File: src/vga_cfg.svh
`ifndef VGA_CFG_SVH
`define VGA_CFG_SVH

// 640x480 at 60 Hz, horizontal timing in pixel clocks
`define VGA_H_DISPLAY 640
`define VGA_H_FRONT 16
`define VGA_H_SYNC 96
`define VGA_H_BACK 48
// 800 clocks per line
`define VGA_H_TOTAL (`VGA_H_DISPLAY + `VGA_H_FRONT + `VGA_H_SYNC + `VGA_H_BACK)

// vertical timing in lines, the short front porch matches the reference
`define VGA_V_DISPLAY 480
`define VGA_V_FRONT 11
`define VGA_V_SYNC 2
`define VGA_V_BACK 31
// 524 lines per frame
`define VGA_V_TOTAL (`VGA_V_DISPLAY + `VGA_V_FRONT + `VGA_V_SYNC + `VGA_V_BACK)

// test pattern geometry
`define VGA_BAR_WIDTH 80
// checker squares of 2**5 = 32 pixels
`define VGA_CHECK_SHIFT 5

`endif

File: src/vga_timing_pkg.sv
package vga_timing_pkg;

   // screen coordinate, wide enough for the 800 clock line
   typedef logic [9:0] coord_t;

   // both syncs are negative pulses at 640x480
   localparam logic SYNC_ACTIVE = 1'b0;
   localparam logic SYNC_IDLE   = ~SYNC_ACTIVE;

endpackage

File: src/vga_pixel_pkg.sv
package vga_pixel_pkg;

   typedef struct packed {
      logic [3:0] r;                         // top nibble
      logic [3:0] g;
      logic [3:0] b;                         // bottom nibble
   } rgb444_fields_t;

   // one RGB444 word, seen either whole or per channel
   typedef union packed {
      logic [11:0]    raw;
      rgb444_fields_t fields;
   } rgb444_t;

   typedef enum logic [1:0] {
      PAT_SOLID    = 2'd0,
      PAT_BARS     = 2'd1,
      PAT_CHECKER  = 2'd2,
      PAT_GRADIENT = 2'd3
   } pattern_mode_t;

   // classic bar order: white yellow cyan green magenta red blue black
   function automatic rgb444_fields_t bar_color(input logic [2:0] idx);
      rgb444_fields_t c;
      c.r = {4{~idx[1]}};                    // on for bars 0,1,4,5
      c.g = {4{~idx[2]}};                    // on for the left half
      c.b = {4{~idx[0]}};                    // on for even bars
      return c;
   endfunction

endpackage

File: src/vga_scan_if.sv
`timescale 1ns/1ps

// one scan position with its flags, passed stage to stage every clock
interface vga_scan_if;

   vga_timing_pkg::coord_t x;                // column, 0..799
   vga_timing_pkg::coord_t y;                // line, 0..523
   logic                   active;           // inside the 640x480 area
   logic                   hs;               // horizontal sync level
   logic                   vs;               // vertical sync level

   modport src (
      output x,
      output y,
      output active,
      output hs,
      output vs
   );

   modport dst (
      input  x,
      input  y,
      input  active,
      input  hs,
      input  vs
   );

endinterface

File: src/vga_timing.sv
`timescale 1ns/1ps

`include "vga_cfg.svh"

module vga_timing (
   input  logic    i_clk,
   input  logic    i_rstn,
   vga_scan_if.src scan
);

   localparam int H_SYNC_START = `VGA_H_DISPLAY + `VGA_H_FRONT;    // 656
   localparam int H_SYNC_END   = H_SYNC_START + `VGA_H_SYNC;      // 752, exclusive
   localparam int V_SYNC_START = `VGA_V_DISPLAY + `VGA_V_FRONT;    // 491
   localparam int V_SYNC_END   = V_SYNC_START + `VGA_V_SYNC;      // 493, exclusive

   vga_timing_pkg::coord_t h_cnt;
   vga_timing_pkg::coord_t v_cnt;
   logic                   h_wrap;
   logic                   v_wrap;
   logic                   h_in_sync;
   logic                   v_in_sync;

   assign h_wrap = (h_cnt == `VGA_H_TOTAL - 1);
   assign v_wrap = (v_cnt == `VGA_V_TOTAL - 1);

   always_ff @(posedge i_clk or negedge i_rstn) begin
      if (!i_rstn) begin
         h_cnt <= '0;
      end else if (h_wrap) begin
         h_cnt <= '0;
      end else begin
         h_cnt <= h_cnt + 1'b1;
      end
   end

   // line counter only moves at the end of a line
   always_ff @(posedge i_clk or negedge i_rstn) begin
      if (!i_rstn) begin
         v_cnt <= '0;
      end else if (h_wrap) begin
         if (v_wrap) begin
            v_cnt <= '0;
         end else begin
            v_cnt <= v_cnt + 1'b1;
         end
      end
   end

   assign h_in_sync = (h_cnt >= H_SYNC_START) && (h_cnt < H_SYNC_END);
   assign v_in_sync = (v_cnt >= V_SYNC_START) && (v_cnt < V_SYNC_END);

   // raw scan position, no register stage here
   assign scan.x      = h_cnt;
   assign scan.y      = v_cnt;
   assign scan.active = (h_cnt < `VGA_H_DISPLAY) && (v_cnt < `VGA_V_DISPLAY);
   assign scan.hs     = h_in_sync ? vga_timing_pkg::SYNC_ACTIVE : vga_timing_pkg::SYNC_IDLE;
   assign scan.vs     = v_in_sync ? vga_timing_pkg::SYNC_ACTIVE : vga_timing_pkg::SYNC_IDLE;

   a_h_range: assert property (
      @(posedge i_clk) disable iff (!i_rstn)
      h_cnt < `VGA_H_TOTAL
   );

   // a line step anywhere but the line end would shear the picture
   a_v_step: assert property (
      @(posedge i_clk) disable iff (!i_rstn)
      !h_wrap |=> $stable(v_cnt)
   );

endmodule

File: src/vga_pattern_gen.sv
`timescale 1ns/1ps

`include "vga_cfg.svh"

module vga_pattern_gen (
   input  logic                         i_clk,
   input  logic                         i_rstn,
   input  vga_pixel_pkg::pattern_mode_t i_mode,
   input  vga_pixel_pkg::rgb444_t       i_color,
   vga_scan_if.dst                      scan_in,
   vga_scan_if.src                      scan_out,
   output vga_pixel_pkg::rgb444_t       o_pixel
);

   vga_pixel_pkg::pattern_mode_t mode_q;     // frame latch
   vga_pixel_pkg::rgb444_t       color_q;
   vga_pixel_pkg::pattern_mode_t mode_cur;   // what this position is drawn with
   vga_pixel_pkg::rgb444_t       color_cur;
   vga_pixel_pkg::rgb444_t       pix_d;
   logic                         frame_start;
   logic [2:0]                   bar_idx;
   logic                         check_on;

   assign frame_start = (scan_in.x == '0) && (scan_in.y == '0);

   always_ff @(posedge i_clk or negedge i_rstn) begin
      if (!i_rstn) begin
         mode_q  <= vga_pixel_pkg::PAT_SOLID;
         color_q <= '0;
      end else if (frame_start) begin
         mode_q  <= i_mode;
         color_q <= i_color;
      end
   end

   // pixel (0,0) is registered on the latch edge, so bypass the latch there
   assign mode_cur  = frame_start ? i_mode : mode_q;
   assign color_cur = frame_start ? i_color : color_q;

   assign bar_idx  = 3'(scan_in.x / `VGA_BAR_WIDTH);   // wraps in blanking, masked later
   assign check_on = scan_in.x[`VGA_CHECK_SHIFT] ^ scan_in.y[`VGA_CHECK_SHIFT];

   always_comb begin
      pix_d = '0;
      case (mode_cur)
         vga_pixel_pkg::PAT_SOLID: begin
            pix_d.raw = color_cur.raw;
         end
         vga_pixel_pkg::PAT_BARS: begin
            pix_d.fields = vga_pixel_pkg::bar_color(bar_idx);
         end
         vga_pixel_pkg::PAT_CHECKER: begin
            pix_d.fields.r = {4{check_on}};
            pix_d.fields.g = {4{check_on}};
            pix_d.fields.b = {4{check_on}};
         end
         vga_pixel_pkg::PAT_GRADIENT: begin
            pix_d.raw = {scan_in.x[9:6], scan_in.y[8:5], scan_in.x[3:0]};
         end
         default: begin
            pix_d = '0;
         end
      endcase
   end

   // pixel and flags leave together
   always_ff @(posedge i_clk or negedge i_rstn) begin
      if (!i_rstn) begin
         o_pixel         <= '0;
         scan_out.active <= 1'b0;
         scan_out.hs     <= vga_timing_pkg::SYNC_IDLE;
         scan_out.vs     <= vga_timing_pkg::SYNC_IDLE;
      end else begin
         o_pixel         <= pix_d;
         scan_out.active <= scan_in.active;
         scan_out.hs     <= scan_in.hs;
         scan_out.vs     <= scan_in.vs;
      end
   end

   always_ff @(posedge i_clk) begin
      scan_out.x <= scan_in.x;
      scan_out.y <= scan_in.y;
   end

   // mode may only move on the edge that closes position (0,0)
   a_mode_frame: assert property (
      @(posedge i_clk) disable iff (!i_rstn)
      !$stable(mode_q) |-> $past(frame_start)
   );

endmodule

File: src/vga_out_stage.sv
`timescale 1ns/1ps

module vga_out_stage (
   input  logic                   i_clk,
   input  logic                   i_rstn,
   vga_scan_if.dst                scan_in,
   input  vga_pixel_pkg::rgb444_t i_pixel,
   output logic [3:0]             o_vga_r,
   output logic [3:0]             o_vga_g,
   output logic [3:0]             o_vga_b,
   output logic                   o_vga_hs,
   output logic                   o_vga_vs,
   output logic                   o_display_active
);

   always_ff @(posedge i_clk or negedge i_rstn) begin
      if (!i_rstn) begin
         o_vga_r          <= '0;
         o_vga_g          <= '0;
         o_vga_b          <= '0;
         o_vga_hs         <= vga_timing_pkg::SYNC_IDLE;
         o_vga_vs         <= vga_timing_pkg::SYNC_IDLE;
         o_display_active <= 1'b0;
      end else begin
         if (scan_in.active) begin
            o_vga_r <= i_pixel.fields.r;
            o_vga_g <= i_pixel.fields.g;
            o_vga_b <= i_pixel.fields.b;
         end else begin
            o_vga_r <= '0;                   // black in blanking
            o_vga_g <= '0;
            o_vga_b <= '0;
         end
         o_vga_hs         <= scan_in.hs;     // same edge as colour, no skew
         o_vga_vs         <= scan_in.vs;
         o_display_active <= scan_in.active;
      end
   end

   a_blank_black: assert property (
      @(posedge i_clk) disable iff (!i_rstn)
      !o_display_active |-> ({o_vga_r, o_vga_g, o_vga_b} == 12'h000)
   );

endmodule

File: src/vga_top.sv
`timescale 1ns/1ps

module vga_top (
   input  logic        i_clk,
   input  logic        i_rstn,
   input  logic [1:0]  i_mode,
   input  logic [11:0] i_color,
   output logic [3:0]  o_vga_r,
   output logic [3:0]  o_vga_g,
   output logic [3:0]  o_vga_b,
   output logic        o_vga_hs,
   output logic        o_vga_vs,
   output logic        o_display_active
);

   vga_pixel_pkg::rgb444_t pixel;           // pattern stage to output stage

   vga_scan_if scan_raw ();                  // straight from the counters
   vga_scan_if scan_pix ();                  // one clock later

   vga_timing u_timing (
      .i_clk  (i_clk),
      .i_rstn (i_rstn),
      .scan   (scan_raw.src)
   );

   vga_pattern_gen u_pattern_gen (
      .i_clk    (i_clk),
      .i_rstn   (i_rstn),
      .i_mode   (vga_pixel_pkg::pattern_mode_t'(i_mode)),
      .i_color  (i_color),
      .scan_in  (scan_raw.dst),
      .scan_out (scan_pix.src),
      .o_pixel  (pixel)
   );

   vga_out_stage u_out_stage (
      .i_clk            (i_clk),
      .i_rstn           (i_rstn),
      .scan_in          (scan_pix.dst),
      .i_pixel          (pixel),
      .o_vga_r          (o_vga_r),
      .o_vga_g          (o_vga_g),
      .o_vga_b          (o_vga_b),
      .o_vga_hs         (o_vga_hs),
      .o_vga_vs         (o_vga_vs),
      .o_display_active (o_display_active)
   );

endmodule

File: config.mk
export PLATFORM = sky130hd
export DESIGN_NAME = vga_top
export DESIGN_NICKNAME = d
export VERILOG_FILES = /design/src/vga_timing_pkg.sv /design/src/vga_pixel_pkg.sv /design/src/vga_scan_if.sv /design/src/vga_timing.sv /design/src/vga_pattern_gen.sv /design/src/vga_out_stage.sv /design/src/vga_top.sv
export VERILOG_INCLUDE_DIRS = /design/src
export SDC_FILE = /design/constraint.sdc
export NUM_CORES = 1
export LEC_CHECK = 0
export ABC_AREA = 1
export BUFFER_PORTS_ARGS = -buffer_cell sky130_fd_sc_hd__buf_2
export CAP_MARGIN = 20
export CORE_MARGIN = 2
export CORE_UTILIZATION = 54
export CTS_CLUSTER_SIZE = 16
export DETAILED_ROUTE_END_ITERATION = 10
export HOLD_SLACK_MARGIN = 0.12
export PLACE_DENSITY = 0.76
export RECOVER_POWER = 100
export SLEW_MARGIN = 20
export SYNTH_ARGS = -nofsm -noshare
export SYNTH_HDL_FRONTEND = slang
export SYNTH_HIERARCHICAL = 1
export SYNTH_SLANG_ARGS = --single-unit
File: constraint.sdc
create_clock -name i_clk -period 2.2 [get_ports i_clk]
set_clock_uncertainty 0.05 [all_clocks]
set_input_delay 0.11 -clock i_clk [delete_from_list [all_inputs] [get_ports i_clk]]
set_output_delay 0.11 -clock i_clk [all_outputs]
set_load 0.05 [all_outputs]
# Yosys cells after proc, flatten, opt, wreduce, memory -nomap -nowiden
# Cells that the tools add are included.
[classes]
n_addsub = 2
div = 1
order_cmp = 6
eq_ne = 5
muxes = 10
n_bitwise = 4
reduce_logical = 7
[ops]
columns = ["operator", "count"]
rows = [
  ["12-bit one-hot mux with 4 select lines", 1],
  ["10-bit by 7-bit divider with 32-bit output (second input constant)", 1],
  ["10-bit by 1-bit adder with 10-bit output (second input constant)", 2],
  ["10-bit equality test (second input constant)", 2],
  ["10-bit logical NOT", 2],
  ["10-bit less-than comparator (second input constant)", 2],
  ["10-bit by 9-bit less-than comparator with 1-bit output (second input constant)", 2],
  ["10-bit two-way mux", 2],
  ["12-bit two-way mux", 1],
  ["4-bit two-way mux", 3],
  ["10-bit >= comparator (second input constant)", 1],
  ["10-bit by 9-bit >= comparator with 1-bit output (second input constant)", 1],
  ["2-bit equality test (second input constant)", 2],
  ["1-bit logical AND", 4],
  ["1-bit inverter", 3],
  ["2-bit by 1-bit equality test with 1-bit output (second input constant)", 1],
  ["2-bit logical NOT", 1],
  ["1-bit two-way mux", 2],
  ["2-bit two-way mux", 1],
  ["1-bit XOR", 1],
]
[word_totals]
regBits = 64
inputBits = 16
out_inout_bits = 15

# Longest topological paths before layout
# Gate-level depths: netlist of the first run.
[logic_depth]
depth_word = 5
ltp_mapped = 18
depth_no_buf = 18

# Hierarchy
# The synthesis of the first run kept the hierarchy.
[modules_own_cells]
columns = ["mod", "instances", "cells_each", "area_each_um2"]
rows = [
  ["vga_pattern_gen", 1, 195, 1965.6],
  ["vga_timing", 1, 148, 1182.4],
  ["vga_out_stage", 1, 40, 479.2],
]

# Worst setup path before layout of the first run
# Ideal clock, no wire load.
[synth_path]
path_type = "register -> register"
startpoint = "register u_timing.h_cnt[7], in the netlist u_timing/scan.x[7]"
endpoint = "register u_pattern_gen/o_pixel[0] in the netlist's numbering"
t_arrival_ns = 1.998
path_slack_ns = 0.026
stages_incl_launch_ff = 16
path_buffers = 0
period_less_slack_ns = 2.174
path_cell_list = "dfrtp_1 -> inv_2 -> nand2_2 -> ha_1 -> o21bai_4 -> nand2_2 -> a21oi_1 -> nor2_1 -> nor2_2 -> nand3_2 -> nand2_1 -> nand2_1 -> nand3_1 -> nor2_2 -> nand3_2 -> nand3_1"
[synth_rtl]
columns = ["item", "line_no", "rtl"]
rows = [
  ["from (decl)", "vga_timing.sv:16", "vga_timing_pkg::coord_t h_cnt;"],
  ["from (signal assigned)", "vga_timing.sv:32", "h_cnt <= h_cnt + 1'b1;"],
  ["to (signal assigned)", "vga_pattern_gen.sv:74", "o_pixel <= pix_d;"],
  ["to (decl)", "vga_pattern_gen.sv:12", "output vga_pixel_pkg::rgb444_t o_pixel"],
]

==> reports/qor.csv, run 1 <==
metric;value;unit
HP Start;i_mode[0];
slew margin rel.;33.0;%
first-pass GRT wire length;11400;µm
clock power share;46.2;%
hold crit path type;input pin to flip-flop;
number of cell rows;28;
CP max FO;9;
DR pass1 iterations;4;
Total Power;0.00275;W
via count;2733;
RR Startpoint;u_timing/scan.x[7];
top achievable clock speed;464;MHz
Worst Tran Pin Value;1.00;ns
Hold WS;0.176;ns
startpoint types;flip-flop;
min cycle time layout;2.16;ns
Pleak;2.04;nW
clock latency on the worst-skew pair;0.35;ns
Filler cells;454;
Worst Slack Setup Final;0.0427;ns
status;completed;
Fin. Hold Viols;0;
DRC;0;
DP Worst Slack;-0.0382;ns
most frequent cells in the layout;nand2_1 (83), dfrtp_1 (59), inv_1 (52);
FF-to-FF End;u_pattern_gen/o_pixel[10];
Req. time, crit path;2.36;ns
average routed wire per standard cell;14.3;µm
Max-Cap Viols;0;
root buffer cell;clkbuf_8;
max-slew violation count;0;
die height;81.3;µm
switch share;24.9;%
Psw;0.000684;W
clock sink count;64;
gr ovfl total;0;
Mapped Cells;363;
initial antenna violation count;0;
Core Area;5850;µm²
Vias per Instance;5.21;
clk buf depth;2;
Mean Syn Cell Area;8.89;µm²
Top Ports;31;
share of cells above drive strength 1;24.9;%
clock slew at reported path FFs;0.08;ns
Ant. Diodes;0;
synthesis-to-finish area growth;27.6;%
Die ar.;6610;µm²
Placed Cells;492;
mapped cell area;3230;µm²
post-DP HPWL;5130;µm
width of the die;81.3;µm
Final #Nets;466;
largest net degree at the start of global routing;29;
Core Util, Final;70.4;%
CTS tree;done;
Worst R2R Path Depth;9;
Inserted Clock Buffers;9;
cell depth of the worst hold path;4;
Worst Path Arrival;2.32;ns
CP Class;flip-flop to flip-flop;
Power Density;668;nW/µm²
Reg power frac;45.2;%
RSZ-0062 raised after global routing;true;
H-Tree Level Count;3;
GRT Util Overall;23.2;%
vias in the first global route;2529;
Ys Warns;6;
Routed WL;7530;µm
most common cell after layout, fill and taps aside;nand2_1;
endpoint class of the critical path;flip-flop;
global placement routability congestion;0.882;
Peak VDD IR;0.484;mV
Pint;0.00207;W
I/O Buffers;30;
Final ANT Viol Nets;0;
Comb pwr share;8.6;%
syn_nets;384;
Cell Count, Final, Fillers Out;525;
final setup vio count;0;
DR iter-0 viols;122;
Hold Path Sink;u_pattern_gen/mode_q[0];
period utilization;98.1;%
Initial Utilization;55.2;%
R2R Setup Slk;0.04;ns
[flip-flops by register name (all words and copies together), names as in the netlist]
signal,flops
u_timing/scan.x,10
u_out_stage/o_vga_b,4
u_out_stage/o_vga_r,4
u_pattern_gen/color_q,12
u_out_stage/o_vga_g,4
u_pattern_gen/scan_out.hs,1
u_out_stage/o_vga_vs,1
u_pattern_gen/mode_q,2
u_pattern_gen/o_pixel,12
u_pattern_gen/scan_out.active,1
u_pattern_gen/scan_out.vs,1
u_out_stage/o_display_active,1
u_out_stage/o_vga_hs,1
u_timing/scan.y,10
[layout make-up]
type                       count  area, µm²  area share (%)
tap                           75       93.8            2.28
multi-input combinational    233       1430            34.7
timing repair buffer          78        518            12.6
sequential                    64       1610            39.0
clock inverter                 7        125            3.04
clock buffer                   9        124            3.01
inverter                      59        221            5.38
[how the worst max path moves through the flow]
stage / start / end / slack, ns / depth (start not counted)
detailed placement: u_timing/scan.x[7] / u_pattern_gen/o_pixel[1] / -0.04 / 15
floorplan: u_timing/scan.x[7] / u_pattern_gen/o_pixel[0] / 0.04 / 15
global route: u_timing/scan.x[7] / u_pattern_gen/o_pixel[6] / -0.07 / 9
global placement: u_timing/scan.x[7] / u_pattern_gen/o_pixel[0] / 0.01 / 15
finish: u_timing/scan.x[7] / u_pattern_gen/o_pixel[10] / 0.04 / 9
CTS: u_timing/scan.x[7] / u_pattern_gen/o_pixel[1] / 0.02 / 18
[stage by stage]
stage,instance area (µm²),setup TNS [ns]
after global placement,3670,0
final,4120,0
after CTS,4080,0
after detailed placement,3670,-0.0854
after global routing,4120,-0.481
after floorplan,3230,0
[repair_timing]
| item | in CTS | in global routing |
|---|---|---|
| endpoints found under the hold margin | 71 | 0 |
| pin swaps | 2 | 8 |
| buffers inserted | 0 | 3 |
| setup endpoints to repair | 4 | 12 |
| hold buffers | 14 | 0 |
| resized for setup | 2 | 18 |
[per-layer routing]
metal  share of wire (%)  track usage, %  vias to the layer above
met5                   0               0                        -
met4                 1.5            9.83                        0
met3                 4.2            5.89                       14
met2                  52            39.3                       61
met1                  43            27.8                     1323
li1                    -               -                     1335
[worst max-delay path, stage by stage, from the launching register on]
cell and delay (ns):
dfrtp_1 0.37, inv_2 0.06, buf_4 0.15, nand4_1 0.11, nor2_1 0.06, nand3_2 0.13, clkbuf_1 0.47, mux2_2 0.43
nand2_1 0.08, o2111ai_1 0.11
[power groups by stage]
stage / registers [W] / clock network (W) / logic (W)
final: 0.00124 / 0.00127 / 0.000236
after global routing: 0.00125 / 0.00134 / 0.000256
after CTS: 0.00124 / 0.00128 / 0.000237
after detailed placement: 0.00126 / 0 / 0.000217
after global placement: 0.00126 / 0 / 0.000210
after floorplan: 0.00133 / 0 / 0.0000626
(Power assumes the default switching activity.)
==> inputs of run 2 (changes only) <==
==> constraint.sdc (replaced) <==
create_clock -name i_clk -period 2.2 [get_ports i_clk]
set_clock_uncertainty 0.05 [all_clocks]
set_input_delay 0.44 -clock i_clk [delete_from_list [all_inputs] [get_ports i_clk]]
set_output_delay 0.44 -clock i_clk [all_outputs]
set_load 0.05 [all_outputs]
==> reports/qor.csv, run 2 (synthesis results as in run 1) <==
metric;value;unit;change
via count;2632;;-3.7%
final setup TNS;0;ns;unchanged
clock sink count;64;;unchanged
die height;81.3;µm;unchanged
Pint;0.00195;W;-5.6%
Initial Utilization;55.2;%;unchanged
Worst Path Arrival;2.42;ns;+0.10 ns
Final ANT Viol Nets;0;;unchanged
clock power share;43.4;%;-2.8 points
CP max FO;6;;-3
Comb pwr share;8.4;%;-0.2 points
width of the die;81.3;µm;unchanged
status;completed;;
max-slew violation count;0;;unchanged
most frequent cells in the layout;nand2_1 (80), dfrtp_1 (59), inv_1 (52);;
Inserted Clock Buffers;9;;unchanged
CP Class;flip-flop to flip-flop;;
hold crit path type;flip-flop to flip-flop;;
Peak VDD IR;0.450;mV;-6.9%
design area;3980;µm²;-3.3%
Top Ports;31;;unchanged
DR iter-0 viols;163;;+34%
H-Tree Level Count;3;;unchanged
switch share;24.2;%;-0.63 points
post-DP HPWL;4920;µm;-4.0%
GRT Util Overall;22.9;%;-0.23 points
Req. time, crit path;2.42;ns;+0.06 ns
average routed wire per standard cell;13.8;µm;-3.9%
Power Density;646;nW/µm²;-3.3%
Psw;0.000624;W;-8.8%
Die ar.;6610;µm²;unchanged
Core Area;5850;µm²;unchanged
Filler cells;462;;+1.8%
most common cell after layout, fill and taps aside;nand2_1;;
Vias per Instance;5.18;;-0.47%
synthesis-to-finish area growth;23.5;%;
number of cell rows;28;;unchanged
I/O Buffers;30;;unchanged
Final #Nets;450;;-3.4%
RSZ-0062 raised after global routing;true;;
crit path launch;u_timing/scan.y[3];;
period utilization;99.7;%;+1.7 points
slew margin rel.;43.6;%;+11 points
Max-Cap Viols;0;;unchanged
Worst Slack Setup Final;0.00568;ns;-0.0370 ns
share of cells above drive strength 1;28.2;%;+3.3 points
min cycle time layout;2.19;ns;+0.0370 ns
Routed WL;7010;µm;-7.0%
gr ovfl total;0;;unchanged
Pleak;1.98;nW;-3.2%
clock latency on the worst-skew pair;0.34;ns;about the same
endpoint class of the critical path;flip-flop;;
final setup vio count;0;;unchanged
Core Util, Final;68.1;%;-2.3 points
Worst Tran Pin Value;0.846;ns;-0.159 ns
largest net degree at the start of global routing;65;;+120%
Fin. Hold Viols;0;;unchanged
Reg power frac;48.2;%;+3.0 points
HP Start;u_pattern_gen/scan_out.vs;;
initial antenna violation count;0;;unchanged
root buffer cell;clkbuf_8;;
DR pass1 iterations;5;;+1
RR Startpoint;u_timing/scan.y[3];;
global placement routability congestion;0.881;;-0.18%
CTS tree;done;;
vias in the first global route;2514;;-0.59%
clock slew at reported path FFs;0.07;ns;about the same
dpl cell area;3670;µm²;+0.14%
Regs by FF count;u_pattern_gen/color_q: 12 flops, u_pattern_gen/o_pixel: 12 flops;;
Ant. Diodes;0;;unchanged
DP Worst Slack;-0.0407;ns;-0.00253 ns
top achievable clock speed;456;MHz;-1.7%
DRC;0;;unchanged
first-pass GRT wire length;11400;µm;-0.24%
startpoint types;flip-flop;;
clk buf depth;2;;unchanged
-- run 2: cell count changes in the layout (fill, tap and decap cells not counted), sizes merged --
cell,before,now
buf,42,43
bufinv,3,2
clkbuf,31,28
clkinv,1,2
clkinvlp,0,1
dlygate4sd3,14,1
inv,62,59
-- run 2: final cells by class --
type	count	area, µm²	area share [%]
clock buffers	10	138	3.45
repair buffers	62	383	9.61
multi-input cells	233	1460	36.6
well taps	75	93.8	2.36
flip-flops and latches	64	1610	40.4
inverters	59	221	5.56
clock inverters	5	81.3	2.04
-- run 2: per-stage QoR --
| stage | power (W) | instances | hold WS, ns |
|---|---|---|---|
| 6_report | 0.00257 | 508 | 0.307 |
| 5_1_grt | 0.00267 | 508 | 0.295 |
| 4_1_cts | 0.00259 | 507 | 0.302 |
| 3_5_place_dp | 0.00148 | 491 | 0.297 |
| 3_3_place_gp | 0.00147 | 491 | 0.296 |
| 2_1_floorplan | 0.00140 | 363 | 0.0944 |
-- run 2: routing by layer --
metal / GRT usage (%) / vias to the layer above / wire, µm
met4: 9.66 / 0 / 137
li1: - / 1298 / -
met2: 38.1 / 60 / 3600
met5: 0 / - / 0
met1: 28.7 / 1259 / 2980
met3: 5.22 / 15 / 292
-- run 2: worst max-delay path: stages, from the launching register on --
cell and delay [ns]:
dfrtp_1 0.39, nor2_2 0.13, nand2_1 0.10, nor4_4 0.29
nand3_4 0.16, or2_1 0.25, nand2_2 0.09, buf_4 0.12
nand4_1 0.08, a21oi_1 0.23, nand3_4 0.14, nand3_2 0.09
-- run 2: worst paths after layout --
check,to,slack (ns),cells past startpoint
max,u_pattern_gen/o_pixel[2],0.006,11
min,u_out_stage/o_vga_vs,0.31,0
max reg2reg,u_pattern_gen/o_pixel[2],0.006,11
min reg2reg,u_out_stage/o_vga_vs,0.31,0
max in group asynchronous,u_timing/scan.x[9],0.70,3
min in group asynchronous,u_pattern_gen/color_q[2],0.81,3
-- run 2: power by group through the flow --
stage | Clock [W] | Sequential (W) | Combinational, W
3_5_place_dp | 0 | 0.00126 | 0.000216
3_3_place_gp | 0 | 0.00126 | 0.000211
2_1_floorplan | 0 | 0.00133 | 0.0000626
5_1_grt | 0.00118 | 0.00125 | 0.000236
6_report | 0.00112 | 0.00124 | 0.000216
4_1_cts | 0.00113 | 0.00124 | 0.000220
-- run 2: repair_timing --
item	4_1_cts	5_1_grt
gates cloned	0	0
hold buffers	1	0
resized for setup	2	25
endpoints found under the setup margin	4	12
setup buffers	0	1
pin swaps	1	9
endpoints found under the hold margin	60	0
==> inputs of run 3 (changes only) <==
--- a/config.mk
+++ b/config.mk
@@ -7,14 +7,14 @@
 export NUM_CORES = 1
 export LEC_CHECK = 0
 export ABC_AREA = 1
-export BUFFER_PORTS_ARGS = -buffer_cell sky130_fd_sc_hd__buf_2
 export CAP_MARGIN = 20
 export CORE_MARGIN = 2
-export CORE_UTILIZATION = 54
+export CORE_UTILIZATION = 56
 export CTS_CLUSTER_SIZE = 16
 export DETAILED_ROUTE_END_ITERATION = 10
+export DONT_BUFFER_PORTS = 1
 export HOLD_SLACK_MARGIN = 0.12
-export PLACE_DENSITY = 0.76
+export PLACE_DENSITY = 0.74
 export RECOVER_POWER = 100
 export SLEW_MARGIN = 20
 export SYNTH_ARGS = -nofsm -noshare
==> reports/qor.csv, run 3 (synthesis results as in run 1) <==
metric;value;unit;change
Core Area;5540;µm²;-5.3%
startpoint types;flip-flop;;
DRC;0;;unchanged
Power Density;642;nW/µm²;-0.62%
H-Tree Level Count;3;;unchanged
Worst Path Arrival;2.34;ns;-0.08 ns
DR pass1 iterations;5;;unchanged
global placement routability congestion;0.874;;-0.76%
top achievable clock speed;472;MHz;+3.6%
clock latency on the worst-skew pair;0.33;ns;about the same
Die ar.;6390;µm²;-3.4%
Pleak;1.92;nW;-2.9%
Final ANT Viol Nets;0;;unchanged
hold crit path type;input pin to flip-flop;;
width of the die;79.9;µm;-1.7%
Worst path top cell family by delay;simple AND/OR/NAND/NOR gates;;
Worst Slack Setup Final;0.0815;ns;+0.0758 ns
max-slew violation count;0;;unchanged
synthesis-to-finish area growth;18.7;%;
final setup TNS;0;ns;unchanged
Critical Path Slowest Stage Cell;dfrtp_1;;
slew margin rel.;44.7;%;+1.1 points
I/O Buffers;0;;-100%
endpoint class of the critical path;flip-flop;;
Final #Nets;422;;-6.2%
CP Cell Sequence;inv_2 > nand2_4 > ha_4 > o21bai_4 > nand2_2 > inv_2 > nand2_1 > nand2_1 > nand2_1 > inv_2 > nand2_4 > nand2_1 > nand2_1 > o21ai_1 > inv_1 > nor2_4 > nand3_4 > nand3_2;;
share of cells above drive strength 1;26.8;%;-1.3 points
die height;79.9;µm;-1.7%
gr ovfl total;0;;unchanged
CP Class;flip-flop to flip-flop;;
clock sink count;64;;unchanged
GRT Max-Usage Layer;met2;;
RSZ-0062 raised after global routing;true;;
Peak VDD IR;0.492;mV;+9.3%
Core Util, Final;69.1;%;+1.0 points
DP Worst Slack;0.0228;ns;+0.0635 ns
Global Route met1 Usage;29.3;%;+0.61 points
GRT Util Overall;23.2;%;+0.29 points
dpl cell area;3490;µm²;-4.9%
DR iter-0 viols;142;;-13%
most common cell after layout, fill and taps aside;nand2_1;;
CP max stage delay;0.40;ns;about the same
most frequent cells in the layout;nand2_1 (80), dfrtp_1 (59), inv_1 (51);;
Regs by FF count;u_pattern_gen/color_q: 12 flops, u_pattern_gen/o_pixel: 12 flops;;
average routed wire per standard cell;14.3;µm;+3.8%
number of cell rows;27;;-3.6%
Vias per Instance;5.24;;+1.2%
Routed WL;6840;µm;-2.3%
met2 usage;38.3;%;+0.22 points
largest net degree at the start of global routing;65;;unchanged
Fin. Hold Viols;0;;unchanged
Max-Cap Viols;0;;unchanged
Req. time, crit path;2.42;ns;about the same
Buf+Inv Stages, Crit Path;4;;+3
Initial Utilization;58.2;%;+3.1 points
crit-path most repeated cell;nand2_1;;
GR Layer Usage met3;6.22;%;+1.0 points
period utilization;96.3;%;-3.4 points
post-DP HPWL;4670;µm;-5.1%
first-pass GRT wire length;11300;µm;-0.43%
clock slew at reported path FFs;0.07;ns;about the same
CP max FO;5;;-1
root buffer cell;clkbuf_8;;
initial antenna violation count;0;;unchanged
vias in the first global route;2407;;-4.3%
Inserted Clock Buffers;9;;unchanged
Top Ports;31;;unchanged
via count;2507;;-4.7%
clk buf depth;2;;unchanged
design area;3830;µm²;-3.9%
Ant. Diodes;0;;unchanged
final setup vio count;0;;unchanged
status;completed;;
Cell Count, Final, Fillers Out;478;;-5.9%
CTS tree;done;;
min cycle time layout;2.12;ns;-0.0758 ns
Worst Tran Pin Value;0.829;ns;-0.0166 ns
Placed Cells;458;;-6.7%
run 3: cell count changes in the layout (fill, tap and decap cells not counted), moves of 2 or more:
cell,previous run,this run
buf_4,26,29
dfstp_1,0,2
o21ai_2,0,2
clkbuf_1,17,4
dfstp_2,4,2
nand3_2,10,12
buf_2,15,0
run 3: where the power goes:
part,leakage [nW],internal [W],switching [W],total (W)
clock network,0.0988,0.000587,0.000439,0.00103
registers,0.759,0.00123,0.0000894,0.00132
logic,1.06,0.0000426,0.0000733,0.000116
run 3: layout make-up:
class                   instances  area (µm²)
fillers                       410        1710
flip-flops and latches         64        1610
multi-input cells             233        1460
repair buffers                 34         246
inverters                      59         221
clock buffers                  12         155
well taps                      72        90.1
clock inverters                 4        53.8
run 3: path summary, 6_finish.rpt:
path / slack (ns) / startpoint / depth (start not counted) / to
setup / recovery: 0.08 / u_timing/scan.x[7] / 18 / u_pattern_gen/o_pixel[0]
hold / removal: 0.23 / i_color[5] / 1 / u_pattern_gen/color_q[5]
setup reg to reg: 0.08 / u_timing/scan.x[7] / 18 / u_pattern_gen/o_pixel[0]
hold reg to reg: 0.31 / u_pattern_gen/scan_out.vs / 0 / u_out_stage/o_vga_vs
max in group asynchronous: 0.77 / i_rstn / 2 / u_timing/scan.x[9]
min in group asynchronous: 0.74 / i_rstn / 2 / u_pattern_gen/color_q[6]
run 3: metrics by stage:
step           hold slack [ns]  total power [W]
6_report                 0.230          0.00246
5_1_grt                  0.225          0.00255
4_1_cts                  0.218          0.00248
3_5_place_dp            0.0957          0.00142
3_3_place_gp            0.0956          0.00142
2_1_floorplan           0.0944          0.00140
run 3: layer usage:
layer  vias to the layer above  share of wire (%)
met1                      1178                 45
met5                         -                  0
met2                        74                 49
met3                        16                4.3
met4                         0                2.2
li1                       1239                  -
run 3: timing repair:
item                       in CTS  in global routing
buffers inserted                0                  2
setup endpoints to repair       2                 12
resized for setup               0                 27
hold buffers                    2                  0
pin swaps                       1                 10
hold endpoints to repair       64                  0
run 3: worst register-to-register path, cell delays in order, from the launching register on:
cell and delay [ns]:
dfrtp_1 0.40, inv_2 0.08, nand2_4 0.06, ha_4 0.21, o21bai_4 0.13, nand2_2 0.09, inv_2 0.09, nand2_1 0.06
nand2_1 0.06, nand2_1 0.06, inv_2 0.07, nand2_4 0.07, nand2_1 0.07, nand2_1 0.05, o21ai_1 0.13, inv_1 0.08
nor2_4 0.10, nand3_4 0.11, nand3_2 0.09
